File: src/psx_cfg_pkg.sv
package psx_cfg_pkg;

	// ============================================================
	// Widths
	// ============================================================

	// RAM side
	localparam int RAM_ADDR_W = 27;
	localparam int RAM_DATA_W = 32;
	localparam int RAM_BE_W   = 4;

	// Host download stream
	localparam int HOST_W = 16;
	localparam int IDX_W  = 8;

	// Media
	localparam int CD_SIZE_W  = 30;
	localparam int IMG_SIZE_W = 32;
	localparam int CARD_COUNT = 2;

	// ============================================================
	// Address map
	// ============================================================

	// Byte offsets of the download targets in RAM
	localparam logic [31:0] BIOS_START = 32'd2097152;
	localparam logic [31:0] EXE_START  = 32'd4194304;

	// ============================================================
	// Download index codes
	// ============================================================

	localparam logic [IDX_W-1:0] IDX_BIOS = 8'd0;
	localparam logic [IDX_W-1:0] IDX_EXE  = 8'd1;

	// CD images arrive on several indices where only the low bits count
	localparam int IDX_CD_BITS = 6;
	localparam logic [IDX_CD_BITS-1:0] IDX_CD = 6'd2;

endpackage

File: src/psx_bus_pkg.sv
package psx_bus_pkg;

	// ============================================================
	// Plain vector types
	// ============================================================

	typedef logic [psx_cfg_pkg::RAM_ADDR_W-1:0] ram_addr_t;
	typedef logic [psx_cfg_pkg::RAM_DATA_W-1:0] ram_word_t;
	typedef logic [psx_cfg_pkg::RAM_BE_W-1:0]   ram_be_t;
	typedef logic [psx_cfg_pkg::HOST_W-1:0]     host_word_t;
	typedef logic [psx_cfg_pkg::IDX_W-1:0]      dl_index_t;
	typedef logic [psx_cfg_pkg::CD_SIZE_W-1:0]  cd_size_t;
	typedef logic [psx_cfg_pkg::IMG_SIZE_W-1:0] img_size_t;

	// ============================================================
	// State encodings
	// ============================================================

	typedef enum logic [1:0] {
		DL_NONE,
		DL_BIOS,
		DL_EXE,
		DL_CD
	} dl_kind_e;

	typedef enum logic [1:0] {
		ARB_IDLE,
		ARB_DL,
		ARB_SYS
	} arb_state_e;

	// ============================================================
	// Bus bundles
	// ============================================================

	// Host download stream carrying one 16-bit word per strobe
	typedef struct packed {
		logic       active;
		dl_index_t  index;
		ram_addr_t  addr;
		host_word_t data;
		logic       wr;
	} host_dl_t;

	// Image mount pulses with one size shared by all slots
	typedef struct packed {
		logic                              cd;
		logic [psx_cfg_pkg::CARD_COUNT-1:0] card;
		img_size_t                         size;
	} mount_t;

	typedef struct packed {
		ram_addr_t addr;
		ram_word_t wdata;
		ram_be_t   be;
		logic      rnw;
	} ram_req_t;

endpackage

File: src/download_decoder.sv
`timescale 1ns/100ps

module download_decoder (
	input  logic                  clk_1x,
	input  logic                  arst_n,
	input  psx_bus_pkg::host_dl_t host,
	output psx_bus_pkg::dl_kind_e dl_kind,
	output logic                  system_reset,
	output logic                  exe_loaded,
	output logic                  cd_loaded
);

	psx_bus_pkg::dl_kind_e kind_next;
	psx_bus_pkg::dl_kind_e kind_d1;

	// ============================================================
	// Index decode
	// ============================================================

	always_comb begin
		kind_next = psx_bus_pkg::DL_NONE;
		if (host.active) begin
			if (host.index == psx_cfg_pkg::IDX_BIOS)
				kind_next = psx_bus_pkg::DL_BIOS;
			else if (host.index == psx_cfg_pkg::IDX_EXE)
				kind_next = psx_bus_pkg::DL_EXE;
			else if (host.index[psx_cfg_pkg::IDX_CD_BITS-1:0] == psx_cfg_pkg::IDX_CD)
				kind_next = psx_bus_pkg::DL_CD;
		end
	end

	// ============================================================
	// Registered kind and end-of-download pulses
	// ============================================================

	always_ff @(posedge clk_1x or negedge arst_n) begin
		if (!arst_n) begin
			dl_kind      <= psx_bus_pkg::DL_NONE;
			kind_d1      <= psx_bus_pkg::DL_NONE;
			system_reset <= 1'b0;
			exe_loaded   <= 1'b0;
			cd_loaded    <= 1'b0;
		end else begin
			dl_kind <= kind_next;
			kind_d1 <= dl_kind;

			// System held in reset for every recognised download
			system_reset <= (kind_next != psx_bus_pkg::DL_NONE);

			// Falling edge of the registered kind
			exe_loaded <= (kind_d1 == psx_bus_pkg::DL_EXE) &&
				(dl_kind != psx_bus_pkg::DL_EXE);
			cd_loaded  <= (kind_d1 == psx_bus_pkg::DL_CD) &&
				(dl_kind != psx_bus_pkg::DL_CD);
		end
	end

	// Host words only arrive inside a download
	a_wr_in_download: assert property (
		@(posedge clk_1x) disable iff (!arst_n)
		host.wr |-> host.active
	);

endmodule

File: src/download_packer.sv
`timescale 1ns/100ps

module download_packer (
	input  logic                  clk_1x,
	input  logic                  arst_n,
	input  psx_bus_pkg::host_dl_t host,
	input  psx_bus_pkg::dl_kind_e dl_kind,
	output psx_bus_pkg::ram_req_t dl_req,
	output logic                  dl_valid,
	input  logic                  dl_ack,
	output logic                  host_wait
);

	logic                   pack_en;
	logic                   odd_half;
	psx_bus_pkg::ram_addr_t base;
	psx_bus_pkg::ram_addr_t req_addr;
	psx_bus_pkg::ram_word_t req_data;

	// Only BIOS and EXE images go to RAM
	assign pack_en = (dl_kind == psx_bus_pkg::DL_BIOS) ||
		(dl_kind == psx_bus_pkg::DL_EXE);

	assign odd_half = host.addr[1];

	assign base = (dl_kind == psx_bus_pkg::DL_EXE) ?
		psx_bus_pkg::ram_addr_t'(psx_cfg_pkg::EXE_START) :
		psx_bus_pkg::ram_addr_t'(psx_cfg_pkg::BIOS_START);

	// ============================================================
	// Word assembly
	// ============================================================

	always_ff @(posedge clk_1x) begin
		if (pack_en && host.wr) begin
			if (!odd_half) begin
				req_addr       <= host.addr + base;
				req_data[15:0] <= host.data;
			end else begin
				req_data[31:16] <= host.data;
			end
		end
	end

	// Full 32-bit writes only
	assign dl_req = '{
		addr:  req_addr,
		wdata: req_data,
		be:    '1,
		rnw:   1'b0
	};

	// ============================================================
	// Request and host flow control
	// ============================================================

	always_ff @(posedge clk_1x or negedge arst_n) begin
		if (!arst_n) begin
			dl_valid  <= 1'b0;
			host_wait <= 1'b0;
		end else begin
			if (pack_en && host.wr && odd_half) begin
				dl_valid  <= 1'b1;
				host_wait <= 1'b1;
			end
			// Request stays up until memory takes it
			if (dl_ack) begin
				dl_valid  <= 1'b0;
				host_wait <= 1'b0;
			end
			if (!pack_en)
				host_wait <= 1'b0;
		end
	end

	// Host must honour the wait flag
	a_no_wr_while_wait: assert property (
		@(posedge clk_1x) disable iff (!arst_n)
		host_wait |-> !host.wr
	);

endmodule

File: src/mem_arbiter.sv
`timescale 1ns/100ps

module mem_arbiter (
	input  logic                   clk_1x,
	input  logic                   arst_n,
	input  psx_bus_pkg::dl_kind_e  dl_kind,
	input  psx_bus_pkg::ram_req_t  dl_req,
	input  logic                   dl_valid,
	output logic                   dl_ack,
	input  psx_bus_pkg::ram_req_t  sys_req,
	input  logic                   sys_valid,
	output logic                   sys_ack,
	output psx_bus_pkg::ram_word_t sys_rdata,
	output psx_bus_pkg::ram_req_t  ram_req,
	output logic                   ram_valid,
	input  logic                   ram_ack,
	input  psx_bus_pkg::ram_word_t ram_rdata
);

	psx_bus_pkg::arb_state_e state;
	logic                    dl_owns;

	// System side waits out the whole BIOS or EXE download
	assign dl_owns = (dl_kind == psx_bus_pkg::DL_BIOS) ||
		(dl_kind == psx_bus_pkg::DL_EXE);

	// ============================================================
	// Grant FSM
	// ============================================================

	always_ff @(posedge clk_1x or negedge arst_n) begin
		if (!arst_n) begin
			state     <= psx_bus_pkg::ARB_IDLE;
			ram_valid <= 1'b0;
		end else begin
			case (state)
				psx_bus_pkg::ARB_IDLE: begin
					if (dl_valid) begin
						state     <= psx_bus_pkg::ARB_DL;
						ram_valid <= 1'b1;
					end else if (sys_valid && !dl_owns) begin
						state     <= psx_bus_pkg::ARB_SYS;
						ram_valid <= 1'b1;
					end
				end
				psx_bus_pkg::ARB_DL,
				psx_bus_pkg::ARB_SYS: begin
					if (ram_ack) begin
						state     <= psx_bus_pkg::ARB_IDLE;
						ram_valid <= 1'b0;
					end
				end
				default: begin
					state     <= psx_bus_pkg::ARB_IDLE;
					ram_valid <= 1'b0;
				end
			endcase
		end
	end

	// Request captured while idle and frozen during the grant
	always_ff @(posedge clk_1x) begin
		if (state == psx_bus_pkg::ARB_IDLE)
			ram_req <= dl_valid ? dl_req : sys_req;
	end

	assign dl_ack    = ram_ack && (state == psx_bus_pkg::ARB_DL);
	assign sys_ack   = ram_ack && (state == psx_bus_pkg::ARB_SYS);
	assign sys_rdata = ram_rdata;

	// Memory only answers an open request
	a_ack_needs_valid: assert property (
		@(posedge clk_1x) disable iff (!arst_n)
		ram_ack |-> ram_valid
	);

	// System requester holds its request until acknowledged
	a_sys_held: assert property (
		@(posedge clk_1x) disable iff (!arst_n)
		sys_valid && !sys_ack |=> sys_valid && $stable(sys_req)
	);

endmodule

File: src/media_mount.sv
`timescale 1ns/100ps

module media_mount (
	input  logic                                clk_1x,
	input  logic                                arst_n,
	input  psx_bus_pkg::mount_t                 mount,
	input  logic                                cd_loaded,
	input  psx_bus_pkg::ram_addr_t              host_addr,
	input  logic                                bk_load,
	input  logic                                bk_save,
	input  logic                                bk_autosave,
	input  logic                                osd_status,
	output logic                                has_cd,
	output psx_bus_pkg::cd_size_t               cd_size,
	output logic [psx_cfg_pkg::CARD_COUNT-1:0] card_available,
	output logic [psx_cfg_pkg::CARD_COUNT-1:0] card_load,
	output logic                                card_save
);

	logic size_valid;
	logic save_a;
	logic old_load;
	logic old_save;
	logic old_save_a;

	assign size_valid = (mount.size != '0);

	// Autosave only counts while the menu is open
	assign save_a = osd_status & bk_autosave;

	// ============================================================
	// Mount flags and card pulses
	// ============================================================

	always_ff @(posedge clk_1x or negedge arst_n) begin
		if (!arst_n) begin
			has_cd         <= 1'b0;
			card_available <= '0;
			card_load      <= '0;
			card_save      <= 1'b0;
			old_load       <= 1'b0;
			old_save       <= 1'b0;
			old_save_a     <= 1'b0;
		end else begin
			card_load <= '0;
			card_save <= 1'b0;

			if (cd_loaded)
				has_cd <= 1'b1;
			if (mount.cd)
				has_cd <= size_valid;

			for (int i = 0; i < psx_cfg_pkg::CARD_COUNT; i++) begin
				if (mount.card[i]) begin
					card_available[i] <= size_valid;
					card_load[i]      <= size_valid;
				end
			end

			old_load   <= bk_load;
			old_save   <= bk_save;
			old_save_a <= save_a;

			// Reload request hits every slot
			if (bk_load && !old_load)
				card_load <= '1;
			if ((bk_save && !old_save) || (save_a && !old_save_a))
				card_save <= 1'b1;
		end
	end

	// Size follows whichever source came last
	always_ff @(posedge clk_1x) begin
		if (cd_loaded)
			cd_size <= psx_bus_pkg::cd_size_t'(host_addr);
		if (mount.cd && size_valid)
			cd_size <= psx_bus_pkg::cd_size_t'(mount.size);
	end

endmodule

File: src/psx_loader_top.sv
`timescale 1ns/100ps

module psx_loader_top (
	input  logic                                clk_1x,
	input  logic                                arst_n,
	input  psx_bus_pkg::host_dl_t               host,
	output logic                                host_wait,
	input  psx_bus_pkg::ram_req_t               sys_req,
	input  logic                                sys_valid,
	output logic                                sys_ack,
	output psx_bus_pkg::ram_word_t              sys_rdata,
	output psx_bus_pkg::ram_req_t               ram_req,
	output logic                                ram_valid,
	input  logic                                ram_ack,
	input  psx_bus_pkg::ram_word_t              ram_rdata,
	input  psx_bus_pkg::mount_t                 mount,
	input  logic                                bk_load,
	input  logic                                bk_save,
	input  logic                                bk_autosave,
	input  logic                                osd_status,
	output logic                                system_reset,
	output logic                                exe_loaded,
	output logic                                has_cd,
	output psx_bus_pkg::cd_size_t               cd_size,
	output logic [psx_cfg_pkg::CARD_COUNT-1:0] card_available,
	output logic [psx_cfg_pkg::CARD_COUNT-1:0] card_load,
	output logic                                card_save
);

	psx_bus_pkg::dl_kind_e dl_kind;
	psx_bus_pkg::ram_req_t dl_req;
	logic                  dl_valid;
	logic                  dl_ack;
	logic                  cd_loaded;

	// ============================================================
	// Download path
	// ============================================================

	download_decoder u_decoder (
		.clk_1x       (clk_1x),
		.arst_n       (arst_n),
		.host         (host),
		.dl_kind      (dl_kind),
		.system_reset (system_reset),
		.exe_loaded   (exe_loaded),
		.cd_loaded    (cd_loaded)
	);

	download_packer u_packer (
		.clk_1x    (clk_1x),
		.arst_n    (arst_n),
		.host      (host),
		.dl_kind   (dl_kind),
		.dl_req    (dl_req),
		.dl_valid  (dl_valid),
		.dl_ack    (dl_ack),
		.host_wait (host_wait)
	);

	// ============================================================
	// RAM bus
	// ============================================================

	mem_arbiter u_arbiter (
		.clk_1x    (clk_1x),
		.arst_n    (arst_n),
		.dl_kind   (dl_kind),
		.dl_req    (dl_req),
		.dl_valid  (dl_valid),
		.dl_ack    (dl_ack),
		.sys_req   (sys_req),
		.sys_valid (sys_valid),
		.sys_ack   (sys_ack),
		.sys_rdata (sys_rdata),
		.ram_req   (ram_req),
		.ram_valid (ram_valid),
		.ram_ack   (ram_ack),
		.ram_rdata (ram_rdata)
	);

	// ============================================================
	// Media
	// ============================================================

	media_mount u_media (
		.clk_1x         (clk_1x),
		.arst_n         (arst_n),
		.mount          (mount),
		.cd_loaded      (cd_loaded),
		.host_addr      (host.addr),
		.bk_load        (bk_load),
		.bk_save        (bk_save),
		.bk_autosave    (bk_autosave),
		.osd_status     (osd_status),
		.has_cd         (has_cd),
		.cd_size        (cd_size),
		.card_available (card_available),
		.card_load      (card_load),
		.card_save      (card_save)
	);

endmodule

File: config.mk
export PLATFORM = sky130hd
export DESIGN_NAME = psx_loader_top
export DESIGN_NICKNAME = d
export VERILOG_FILES = /design/src/psx_cfg_pkg.sv /design/src/psx_bus_pkg.sv /design/src/download_decoder.sv /design/src/download_packer.sv /design/src/mem_arbiter.sv /design/src/media_mount.sv /design/src/psx_loader_top.sv
export SDC_FILE = /design/constraint.sdc
export NUM_CORES = 1
export LEC_CHECK = 0
export BUFFER_PORTS_ARGS = -buffer_cell sky130_fd_sc_hd__buf_2
export CAP_MARGIN = 20
export CORE_MARGIN = 2
export CORE_UTILIZATION = 45
export DETAILED_ROUTE_END_ITERATION = 16
export PLACE_DENSITY_LB_ADDON = 0.15
export RECOVER_POWER = 25
export SLEW_MARGIN = 5
export SYNTH_ARGS = -nofsm -noshare
export SYNTH_HDL_FRONTEND = slang
export SYNTH_SLANG_ARGS = --single-unit
File: constraint.sdc
create_clock -name clk_1x -period 7.9 [get_ports clk_1x]
set_input_delay 0.395 -clock clk_1x [delete_from_list [all_inputs] [get_ports clk_1x]]
set_output_delay 0.395 -clock clk_1x [all_outputs]
set_load 0.01 [all_outputs]
==> reports/metrics.csv <==
metric,value,unit
status,"finished, final reports clean",
cap_violations,0,
final_core_util,58.3,%
worst_setup_path_end_kind,flop,
rsz0062_at_grt,false,
slew_headroom,25.5,%
grt_usage,19.4,%
dr.pass1.iters,4,
start_util,45.9,%
area_delta_synth_final,27.0,%
vias,4250,
power_per_cell_area,315,mW/mm^2
drt_wl_total,16100,um
tritoncts,yes,
synth_top_cell_by_area,edfxtp_1,
use_met1,23.0,%
yosysMostFrequentCell,edfxtp_1,
rows,45,
wl_per_cell,19.2,um
critPathLaunchType,input port,
port_buffers,264,
antenna_found_initial,0,
p_leak,0.00359,uW
required,8.03,ns
tightest_slew,1.12,ns
fmaxAchievable,372,MHz
critPathMaxFanout,32,
r2r_setup_slack,5.52,ns
syn_avg_cell_area,17.8,sq um
hpwl,11900,um
final_nets,836,
cts_buffers,17,
hold_viol,0,
period_needed,2.69,ns
ys_ff_latch,174,
grt_pass1_vias,4178,
final_cells,838,
ios,329,
synth.distinct_cells,32,
ys_seq_area_share,73.6,%
htree_levels,4,
grt_pass1_wl,23300,um
synth_top_area_share,66.1,%
drt.antenna.violating_nets,0,
criticalPathCategory,input port to flop,
drv_slew,0,
p_total,2780,uW
cp_num_buf_inv,2,
ir_drop,0.297,mV
fin_skew,0.00433,ns
core-area,0.0151,sq mm
worstHoldPathType,input port to flop,
yosys-top-cells-count,"edfxtp_1, mux2_2, buf_4, dfrtp_1, nor2_1",
drive_above_1_share,56.8,%
root_buffer,clkbuf_16,
grt_overflow_total,0,
critPathTopFamily,simple AND/OR/NAND/NOR gates,
drc,0,
fin_area,0.00883,sq mm
placed_area,0.00826,sq mm
grt.busiest_layer,met2,
die_w,128,um
grt_max_degree,68,
place_inst,805,
fin_setup_tns,0,ns
synth_nets,590,
synthArstFlopShare,12.1,%
fillers,1215,
yosys_warnings,0,
synth-edff-count,153,
synth_ff_type,edfxtp_1,
die_h,128,um
critPathMaxStageDelay,0.86,ns
synthCells,391,
path_cells,buf_2 -> nor4_1 -> nand4_1 -> o21ai_4 -> nand2b_1 -> buf_4,
finalSetupViolCount,0,
finalCritPeriodShare,34.0,%
die-area,0.0165,sq mm
clock_path_buffers,2,
gp_congestion,0.800,
grt_use_met2,32.8,%
critical_path_arrival,2.82,ns
cp_slowest_cell,o21ai_4,
netlist_area,0.00695,sq mm
met3_usage,4.63,%
via_per_inst,5.07,
n_antenna_cell,0,
clock_sink_count,174,
clk_pin_slew_worst_paths,0.06,ns
drtIter0Drc,247,
clock_latency,0.41,ns
synth_area_leaders,"edfxtp_1, mux2_2, dfrtp_1",
## placed cells by master, fill, tap and decap left out, types with 4 or more instances in the layout
cell type	instances
buf_2	244
edfxtp_1	153
mux2_2	85
dfrtp_1	21
clkbuf_1	19
clkbuf_16	17
nor2_1	12
inv_1	10
nor4_1	9
o21ai_0	6
nand2_1	6
ha_1	6
or2_2	5
nand2b_1	4
clkinv_1	4
clkinv_4	4
buf_4	4
## cells by family (layout without fill, tap and decap cells)
logic type / count (synthesis) / after routing / synth area share [%]
flops: 174 / 174 / 73.6
mux: 87 / 87 / 14.1
fa+ha+maj: 7 / 7 / 1.26
buf+inv: 52 / 311 / 4.91
xor+xnor: 6 / 6 / 0.756
compound gates: 15 / 15 / 1.40
simple gates: 50 / 50 / 3.96
## repair_timing
item	CTS	global route
gates resized for setup	0	0
setup buffers	0	0
hold buffers	1	0
hold endpoints to repair	21	0
## routing by layer
metal  vias to the layer above  wire length (um)
met5                         -                 0
met4                         0               650
met3                        51              1020
met2                       193              8190
met1                      2079              6280
li1                       1927                 -
## registers in the layout, indices dropped and copies added, names as in the netlist
signal,cells
u_packer.host_wait,1
u_media.has_cd,1
u_decoder.cd_loaded,1
u_media.old_save_a,1
u_arbiter.state,2
u_packer.req_data,32
u_arbiter.ram_valid,1
u_decoder.exe_loaded,1
u_media.old_save,1
u_media.old_load,1
u_decoder.kind_d1,2
u_media.cd_size,30
u_media.card_load,2
u_decoder.dl_kind,2
u_packer.dl_valid,1
u_media.card_available,2
u_packer.req_addr,27
u_media.card_save,1
u_decoder.system_reset,1
u_arbiter.ram_req,64
## final timing paths
path,start,end,depth (start not counted)
setup / recovery,mount[8],u_media.cd_size[4]$_DFFE_PP_,6
max in group asynchronous,arst_n,u_media.has_cd$_DFFE_PN0P_,2
setup reg to reg,u_packer.dl_valid$_DFFE_PN0P_,u_arbiter.ram_valid$_DFFE_PN0P_,4
min in group asynchronous,arst_n,u_arbiter.ram_valid$_DFFE_PN0P_,2
hold / removal,bk_load,u_media.old_load$_DFF_PN0_,1
hold reg to reg,u_decoder.dl_kind[0]$_DFF_PN0_,u_decoder.kind_d1[0]$_DFF_PN0_,0
## layout make-up
type / count / area (sq um) / share of cell area, %
clock buffers: 17 / 425 / 4.82
multi-input cells: 165 / 1510 / 17.1
flip-flops and latches: 174 / 5120 / 58.0
repair buffers: 269 / 1340 / 15.1
clock inverters: 15 / 170 / 1.93
inverters: 10 / 37.5 / 0.425
well taps: 188 / 235 / 2.66
## worst register-to-register path: cells and delay by family, from the launching register on
family	cells	cell delay [ns]
and+or+nand+nor	1	0.23
buffers and inverters	1	0.68
AOI/OAI and AO/OA	1	0.19
muxes	1	0.34
DFF	1	0.83
## where the power goes
| part | internal [uW] | leakage [uW] | switching (uW) |
|---|---|---|---|
| Combinational | 258 | 0.00159 | 360 |
| Sequential | 1260 | 0.00172 | 59.8 |
| Clock | 496 | 0.000288 | 343 |
## stage by stage
step,hold WS (ns),worst slack [ns]
floorplan,0.0994,3.49
global placement,0.370,4.92
detailed placement,0.370,4.82
CTS,0.0829,5.27
global route,0.0838,5.04
finish,0.0994,5.21
Note: power is estimated with default switching activity, not from simulation.
